### src/mem_pkg.sv
`default_nettype none

package mem_pkg;

  //########################################
  // sizes
  //########################################

  localparam int WIDTH      = 16;
  localparam int NUMBYTE    = 2;
  localparam int NUMADDR    = 32;
  localparam int BITADDR    = 5;
  localparam int NUMVBNK    = 4;
  localparam int BITVBNK    = 2;
  localparam int NUMSROW    = 8;
  localparam int BITSROW    = 3;
  localparam int PHYWDTH    = 18;
  localparam int SRAM_DELAY = 1;

  localparam int BITBYTE = WIDTH / NUMBYTE;   // data bits per byte lane
  localparam int PHYBYTE = PHYWDTH / NUMBYTE; // byte lane plus its parity bit

  //########################################
  // types
  //########################################

  // low bits pick the bank so consecutive words land in different banks
  typedef struct packed {
    logic [BITSROW-1:0] row;
    logic [BITVBNK-1:0] bank;
  } mem_addr_fld_t;

  typedef union packed {
    logic [BITADDR-1:0] flat;
    mem_addr_fld_t      fld;
  } mem_addr_u;

  typedef struct packed {
    logic               read;
    logic               write;
    mem_addr_u          addr;
    logic [NUMBYTE-1:0] bw;
    logic [WIDTH-1:0]   din;
  } mem_cmd_t;

  // per lane the parity bit sits above its byte
  typedef struct packed {
    logic               write;
    logic               read;
    logic [BITSROW-1:0] row;
    logic [PHYWDTH-1:0] phy_din;
    logic [PHYWDTH-1:0] phy_bw;
  } bank_req_t;

  typedef struct packed {
    logic               vld;
    logic [BITVBNK-1:0] bank;
  } rd_tag_t;

  typedef struct packed {
    logic             vld;
    logic [WIDTH-1:0] dout;
    logic             perr;
  } rd_rsp_t;

endpackage

`default_nettype wire

### src/mem_init_fsm.sv
`timescale 1ns/1ps
`default_nettype none

module mem_init_fsm (
  input  logic clk,
  input  logic rst,
  input  logic last_row,
  output logic init_active,
  output logic count_en,
  output logic rw_ready
);

  typedef enum logic {
    CLEAR,
    SERVE
  } state_t;

  state_t state;

  // outputs are registered so nothing is strobed while reset is held
  always_ff @(posedge clk) begin
    if (rst) begin
      state       <= CLEAR;
      init_active <= 1'b0;
      rw_ready    <= 1'b0;
    end else begin
      case (state)
        CLEAR: begin
          if (last_row) begin
            state       <= SERVE;
            init_active <= 1'b0;
            rw_ready    <= 1'b1;
          end else begin
            init_active <= 1'b1; // first cycle out of reset arms the sweep
          end
        end
        SERVE: begin
          init_active <= 1'b0;
          rw_ready    <= 1'b1;  // stays here until the next reset
        end
        default: begin
          state       <= CLEAR;
          init_active <= 1'b0;
          rw_ready    <= 1'b0;
        end
      endcase
    end
  end

  assign count_en = init_active; // one row per cycle of the clear phase

endmodule

`default_nettype wire

### src/row_counter.sv
`timescale 1ns/1ps
`default_nettype none

module row_counter (
  input  logic                        clk,
  input  logic                        rst,
  input  logic                        count_en,
  output logic [mem_pkg::BITSROW-1:0] row_idx,
  output logic                        last_row
);
  import mem_pkg::*;

  logic [BITSROW-1:0] count;

  always_ff @(posedge clk) begin
    if (rst) begin
      count <= '0;
    end else if (count_en) begin
      count <= count + 1'b1; // wraps back to row zero on its own
    end
  end

  assign row_idx  = count;
  assign last_row = count_en && (count == BITSROW'(NUMSROW - 1));

endmodule

`default_nettype wire

### src/read_delay_timer.sv
`timescale 1ns/1ps
`default_nettype none

module read_delay_timer (
  input  logic             clk,
  input  logic             rst,
  input  mem_pkg::rd_tag_t tag_in,
  output mem_pkg::rd_tag_t tag_out
);
  import mem_pkg::*;

  // one stage per cycle of SRAM read latency
  rd_tag_t pipe [SRAM_DELAY];

  always_ff @(posedge clk) begin
    pipe[0] <= tag_in;
    for (int i = 1; i < SRAM_DELAY; i++) begin
      pipe[i] <= pipe[i-1];
    end
    if (rst) begin
      for (int i = 0; i < SRAM_DELAY; i++) begin
        pipe[i].vld <= 1'b0; // bank field is only meaningful with vld
      end
    end
  end

  assign tag_out = pipe[SRAM_DELAY-1];

endmodule

`default_nettype wire

### src/bank_router.sv
`timescale 1ns/1ps
`default_nettype none

module bank_router (
  input  logic                        clk,
  input  logic                        rst,
  input  mem_pkg::mem_cmd_t           cmd,
  input  logic                        init_active,
  input  logic [mem_pkg::BITSROW-1:0] row_idx,
  output mem_pkg::bank_req_t          bank_req [mem_pkg::NUMVBNK],
  output mem_pkg::rd_tag_t            rd_tag
);
  import mem_pkg::*;

  logic               cmd_en;
  logic               cmd_ok;
  logic               wr_go;
  logic               rd_go;
  logic [BITVBNK-1:0] bank;
  logic [BITSROW-1:0] row;
  logic [PHYWDTH-1:0] phy_din;
  logic [PHYWDTH-1:0] phy_bw;

  // set once the clear sweep has started, so commands stay blocked
  // from reset release until the sweep is over
  always_ff @(posedge clk) begin
    if (rst) begin
      cmd_en <= 1'b0;
    end else if (init_active) begin
      cmd_en <= 1'b1;
    end
  end

  assign cmd_ok = cmd_en && !init_active;
  assign wr_go  = cmd_ok && cmd.write;
  assign rd_go  = cmd_ok && cmd.read && !cmd.write; // write wins a collision

  assign bank = cmd.addr.fld.bank;
  assign row  = cmd.addr.fld.row;

  //########################################
  // byte lanes with even parity
  //########################################

  always_comb begin
    for (int b = 0; b < NUMBYTE; b++) begin
      phy_din[b*PHYBYTE +: PHYBYTE] = {^cmd.din[b*BITBYTE +: BITBYTE],
                                       cmd.din[b*BITBYTE +: BITBYTE]};
      phy_bw[b*PHYBYTE +: PHYBYTE]  = {PHYBYTE{cmd.bw[b]}};
    end
  end

  //########################################
  // per bank requests
  //########################################

  always_comb begin
    for (int i = 0; i < NUMVBNK; i++) begin
      bank_req[i] = '0;
      if (init_active) begin
        // all-zero data already carries correct even parity
        bank_req[i].write  = 1'b1;
        bank_req[i].row    = row_idx;
        bank_req[i].phy_bw = '1;
      end else if (bank == BITVBNK'(i)) begin
        bank_req[i].write   = wr_go;
        bank_req[i].read    = rd_go;
        bank_req[i].row     = row;
        bank_req[i].phy_din = phy_din;
        bank_req[i].phy_bw  = phy_bw;
      end
    end
  end

  assign rd_tag.vld  = rd_go;
  assign rd_tag.bank = bank;

endmodule

`default_nettype wire

### src/sram_bank.sv
`timescale 1ns/1ps
`default_nettype none

module sram_bank (
  input  logic                        clk,
  input  mem_pkg::bank_req_t          req,
  output logic [mem_pkg::PHYWDTH-1:0] phy_dout
);
  import mem_pkg::*;

  logic [PHYWDTH-1:0] mem [NUMSROW];

  // bit-masked write, a read sees writes from earlier edges only
  always_ff @(posedge clk) begin
    if (req.write) begin
      mem[req.row] <= (mem[req.row] & ~req.phy_bw) | (req.phy_din & req.phy_bw);
    end
    if (req.read) begin
      phy_dout <= mem[req.row]; // held until the next read strobe
    end
  end

endmodule

`default_nettype wire

### src/read_return.sv
`timescale 1ns/1ps
`default_nettype none

module read_return (
  input  logic                        clk,
  input  logic                        rst,
  input  mem_pkg::rd_tag_t            tag,
  input  logic [mem_pkg::PHYWDTH-1:0] bank_dout [mem_pkg::NUMVBNK],
  output mem_pkg::rd_rsp_t            rsp
);
  import mem_pkg::*;

  logic [PHYWDTH-1:0] phy_sel;
  logic [WIDTH-1:0]   dout;
  logic [NUMBYTE-1:0] byte_err;

  assign phy_sel = bank_dout[tag.bank];

  // drop the parity bits and check each lane for odd weight
  always_comb begin
    for (int b = 0; b < NUMBYTE; b++) begin
      dout[b*BITBYTE +: BITBYTE] = phy_sel[b*PHYBYTE +: BITBYTE];
      byte_err[b]                = ^phy_sel[b*PHYBYTE +: PHYBYTE];
    end
  end

  always_ff @(posedge clk) begin
    if (rst) begin
      rsp.vld <= 1'b0;
    end else begin
      rsp.vld <= tag.vld;
    end
    rsp.dout <= dout;
    rsp.perr <= |byte_err;
  end

endmodule

`default_nettype wire

### src/mem_1rw_top.sv
`timescale 1ns/1ps
`default_nettype none

module mem_1rw_top (
  input  logic              clk,
  input  logic              rst,
  input  mem_pkg::mem_cmd_t cmd,
  output mem_pkg::rd_rsp_t  rsp,
  output logic              rw_ready
);
  import mem_pkg::*;

  logic               init_active;
  logic               count_en;
  logic               last_row;
  logic [BITSROW-1:0] row_idx;
  bank_req_t          bank_req [NUMVBNK];
  logic [PHYWDTH-1:0] bank_dout [NUMVBNK];
  rd_tag_t            rd_tag;
  rd_tag_t            rd_tag_dly;

  //########################################
  // clear after reset
  //########################################

  mem_init_fsm u_init_fsm (
    .clk         (clk),
    .rst         (rst),
    .last_row    (last_row),
    .init_active (init_active),
    .count_en    (count_en),
    .rw_ready    (rw_ready)
  );

  row_counter u_row_counter (
    .clk      (clk),
    .rst      (rst),
    .count_en (count_en),
    .row_idx  (row_idx),
    .last_row (last_row)
  );

  //########################################
  // command to banks
  //########################################

  bank_router u_bank_router (
    .clk         (clk),
    .rst         (rst),
    .cmd         (cmd),
    .init_active (init_active),
    .row_idx     (row_idx),
    .bank_req    (bank_req),
    .rd_tag      (rd_tag)
  );

  for (genvar i = 0; i < NUMVBNK; i++) begin : gen_bank
    sram_bank u_sram_bank (
      .clk      (clk),
      .req      (bank_req[i]),
      .phy_dout (bank_dout[i])
    );
  end

  //########################################
  // read return path
  //########################################

  read_delay_timer u_read_delay (
    .clk     (clk),
    .rst     (rst),
    .tag_in  (rd_tag),
    .tag_out (rd_tag_dly)
  );

  read_return u_read_return (
    .clk       (clk),
    .rst       (rst),
    .tag       (rd_tag_dly),
    .bank_dout (bank_dout),
    .rsp       (rsp)
  );

endmodule

`default_nettype wire

### config.mk
export PLATFORM = sky130hd
export DESIGN_NAME = mem_1rw_top
export DESIGN_NICKNAME = d
export VERILOG_FILES = /design/src/mem_pkg.sv /design/src/mem_init_fsm.sv /design/src/row_counter.sv /design/src/read_delay_timer.sv /design/src/bank_router.sv /design/src/sram_bank.sv /design/src/read_return.sv /design/src/mem_1rw_top.sv
export SDC_FILE = /design/constraint.sdc
export NUM_CORES = 1
export LEC_CHECK = 0
export BUFFER_PORTS_ARGS = -buffer_cell sky130_fd_sc_hd__buf_2
export CORE_MARGIN = 2
export CORE_UTILIZATION = 51
export CTS_CLUSTER_DIAMETER = 120
export CTS_CLUSTER_SIZE = 28
export DETAILED_ROUTE_END_ITERATION = 10
export GPL_TIMING_DRIVEN = 0
export PLACE_DENSITY = 0.75
export SYNTH_ARGS = -nofsm -noshare
export SYNTH_HDL_FRONTEND = slang
export SYNTH_HIERARCHICAL = 1
export SYNTH_SLANG_ARGS = --single-unit
### constraint.sdc
create_clock -name clk -period 4.5 [get_ports clk]
set_input_delay 0.675 -clock clk [delete_from_list [all_inputs] [get_ports clk]]
set_output_delay 0.675 -clock clk [all_outputs]
set_load 0.03 [all_outputs]
==> flow_results.org <==
** Synth
- Dominant cell by count in the synthesized netlist :: edfxtp_1
- After synthesis, the share of flip-flops with an asynchronous set or reset is 0%.
- Most common library cells after synthesis :: edfxtp_1 (648), mux2_2 (235), a22oi_1 (90)
- After technology mapping, the gate count stands at approximately 1.7k.
- The biggest area contributor in the post-synthesis netlist is edfxtp_1.
- Post-synthesis instance area :: roughly 28000 um2
- Top area cells in the synthesized netlist :: edfxtp_1 (69%), mux2_2 (9.3%), a22oi_1 (2.4%), buf_4 (2.1%), dfxtp_1 (2.0%)
- Post-synth EDFFs :: between 600 and 700
- For this run, the number of Yosys warnings is 6.
- In the synthesized netlist the dominant register cell turns out to be edfxtp_1.
- Number of distinct library cells after synthesis :: 49
- Counting every net in the synthesized netlist gives approximately 1.7k.
- Summing the sequential cell areas from Yosys gives a little over two thirds of the chip area.
- The average instance in the mapped netlist occupies around 17 um2.
- Share of Yosys cell area claimed by the top area cell type :: 68.53%
- The synthesized design contains a little under 700 register bits.

** Floorplanning
- The total area inside the core boundary comes to between 50000 and 60000 um2.
- The floorplan step defined a die boundary enclosing ~58000 um2.
- Die boundary height :: roughly 240 um
- The floorplan has 86 rows.
- Die Wd :: 240.0 um
- For this configuration, the core starts out at a cell density of roughly half.
- Pin placement for this block handled 46 I/O pins.

** Pwr
- The internal power of the cells totals approximately 9 mW.
- Cell leakage power :: 10.04 nW
- Net switching is a little under a quarter of the power.
- Sequential share of power :: between 60% and 70%
- For this design the total switching power over the nets is 2.836 mW.
- For this design the ratio of total power to cell area is 388.7 nW/um2.
- Clock power share :: approximately a quarter
- IR Drop Worst-Case VDD :: about 0.32 mV
- Comb pwr share :: between 10% and 20%

** Cells and area
- Final net count :: 1794
- Cells with a size suffix above 1 make up ~30% of the layout.
- Area growth from synthesis to final layout :: 7.672%
- Antenna Diode Count :: 0

** Clock network
- The clock net in this run drives a total of 676 sinks.
- In this run the post-CTS setup repair buffer count came out at 0.
- After clock tree synthesis, the repair step resized 0 gates.
- TritonCTS built the clock tree.
- The cell sitting at the root of the clock tree is a clkbuf_16.
- Clk Latency, worst-skew pair :: 0.62 ns
- For this design, the CTS-stage hold fixing added 0 buffers.
- Clock input transition at the sequential cells of the worst setup and hold paths :: approximately 0.1 ns
- The longest clock path from root to sink contains 3 buffers.
- Total CTS buffers :: 28
- H-tree depth reported by CTS :: 1

** Setup path
- The most numerous cell type found on the critical path is buf_4.
- On the critical path, the stage with the largest delay is an instance of and3_1.
- The worst setup path is captured at a register.
- The worst setup path is launched from a register.
- The cell family contributing the most delay on the critical path is buffers and inverters.
- Setup slack on the worst reg-to-reg path comes out at about 0.14 ns.
- The number of cells on the worst reg-to-reg path is 8.
- Buf+Inv Stages, Crit Path :: 5
- Highest cell delay on the worst timing path :: 1.09 ns
- Required time of the critical path :: about 4.7 ns
- STA puts the critical path data arrival time at about 4.6 ns.
- Type of the setup path with the least slack :: reg -> reg
- The endpoint identified for the worst register-to-register timing path is gen_bank[1].u_sram_bank/mem[3][10].
- Along the worst path, the maximum fanout reaches 18.
- Critical register-to-register path startpoint :: u_init_fsm/count_en
- Walking the worst path, the cells encountered are buf_4 > buf_4 > nand2b_1 > o21ai_0 > buf_4 > buf_4 > clkbuf_1 > and3_1.

** Global route
- Maximum number of pins on one net before global-route repair :: 30
- Total routing resource utilization after global routing :: between 20% and 30%
- Vias in the first global route :: 15.36k
- Overflow after GRT :: 0
- First-pass GRT wire length :: approximately 100000 um
- Initial antenna violation count :: 10

** STA
- Slew @ Worst Pin :: about 1.4 ns
- Crit path time final :: between 4 and 5 ns
- Dividing the final minimum period by the clock period gives between 90 and 100%.
- Setup violations remaining at the end of the flow were counted as 0.
- Hold violation count in the final report :: 0
- Based on the critical path, the design can be clocked at up to 0.2292 GHz.
- Final clock skew :: 0.03200 ns
- On the final layout, the worst hold slack is 0.3640 ns.
- RSZ-0062 raised after global routing :: false
- The number of max-slew violations in the final report came to 0.
- Across all setup checks in the final design, the least slack found is roughly 0.14 ns.
- Measured against its own limit, the worst slew margin works out to around 4.8%.

** Status
- Outcome :: finished clean

** Routing
- The detailed router placed roughly 16k vias in this run.
- First-pass iteration count of the detailed router :: 5
- In the routed design, unresolved DRC markers number 0.
- Dividing the detail-routed wire length by the instance count gives 26.87 um.
- Post-route ant nets :: 0
- Vias/cell :: a little over 6
- Detailed Route WL :: between 60000 and 70000 um
- The first routing iteration left slightly below 2k violations.

** Hold path
- Cell count of the worst hold path :: 2
- The min-delay analysis places its worst path in the category in -> reg.
- The worst hold path begins at rst.
- End point of the worst hold path :: u_row_counter/row_idx[2]

** Place
- Weighted congestion reported at the end of routability-driven placement :: roughly 0.88
- Before CTS, the worst setup slack after placement is 0.06725 ns.
- Count of input and output buffers :: 45
- The HPWL after detailed placement is roughly 45000 um.

** Run
- The tool flagged a number of max-cap violations equal to 0.
state kept, by name, summed over array words and instances (netlist names):
signal	cells
gen_bank.u_sram_bank/mem	576
u_init_fsm/count_en	1
gen_bank.u_sram_bank/phy_dout	72
u_init_fsm/state	1
u_row_counter/row_idx	3
u_init_fsm/rw_ready	1
u_read_return/rsp	18
u_read_delay/pipe	3
u_bank_router/cmd_en	1
per-stage QoR:
step / instances / power (mW) / utilization [%] / setup TNS (ns) / area (um2)
floorplan: 1681 / 8.420 / - / 0 / 28390
global placement: 2474 / 8.861 / 53.65 / -57.34 / 29560
finish: 2535 / 11.88 / 55.49 / 0 / 30570
detailed placement: 2483 / 8.932 / 53.94 / 0 / 29720
global route: 2535 / 12.23 / 55.49 / 0 / 30570
CTS: 2535 / 11.91 / 55.47 / 0 / 30560
how the worst max path moves through the flow:
stage                                    from                                 end  cells after the start
final                     u_init_fsm/count_en  gen_bank[1].u_sram_bank/mem[3][10]                      8
after global routing      u_init_fsm/count_en  gen_bank[1].u_sram_bank/mem[7][12]                      8
after CTS                 u_init_fsm/count_en   gen_bank[1].u_sram_bank/mem[3][6]                      8
after detailed placement              cmd[19]  gen_bank[1].u_sram_bank/mem[3][13]                      8
after global placement                cmd[19]   gen_bank[3].u_sram_bank/mem[6][1]                      6
after floorplan                       cmd[19]   gen_bank[1].u_sram_bank/mem[6][0]                      6
cells by family (layout without fill, tap and decap cells):
kind of cell    Yosys count  count (layout)  share of synthesized area, %
fa+ha+maj                 2               2                       0.08811
flops                   676             676                         70.50
compound gates          258             258                         7.156
mux                     304             304                         12.81
buf+inv                 162             268                         3.688
simple gates            250             250                         4.768
xor+xnor                 29              29                        0.9914
per-layer routing:
metal	track usage, %	wire, um
met1	33.81	28010
met2	38.52	32000
met3	4.179	6280
met4	5.835	1769
met5	0	57
power groups by stage:
stage	Combinational (mW)	Sequential, mW	Clock, mW
after floorplan	0.959	7.46	0
after global placement	1.42	7.44	0
after detailed placement	1.48	7.45	0
after CTS	1.48	7.31	3.12
after global routing	1.60	7.33	3.31
final	1.50	7.31	3.07
cells in the final DEF (no fill, tap or decap), types with 23 or more instances in the layout:
cell type,n
nand2_1,80
mux2i_1,25
o211ai_1,61
clkbuf_16,29
and2_1,69
clkbuf_1,37
mux2_2,235
dfxtp_1,28
edfxtp_1,648
xnor2_1,23
buf_4,80
a22oi_1,90
buf_2,92
final cells by class:
class	count	area (um2)
buffer	159	1036
clock buffer	51	808.3
clock inverter	1	30.03
fill	4354	24520
inverter	3	11.26
multi-input combinational	843	7366
sequential	676	20020
tap	748	935.9
timing repair buffer	54	366.6
Power figures use the tool's default switching activity.
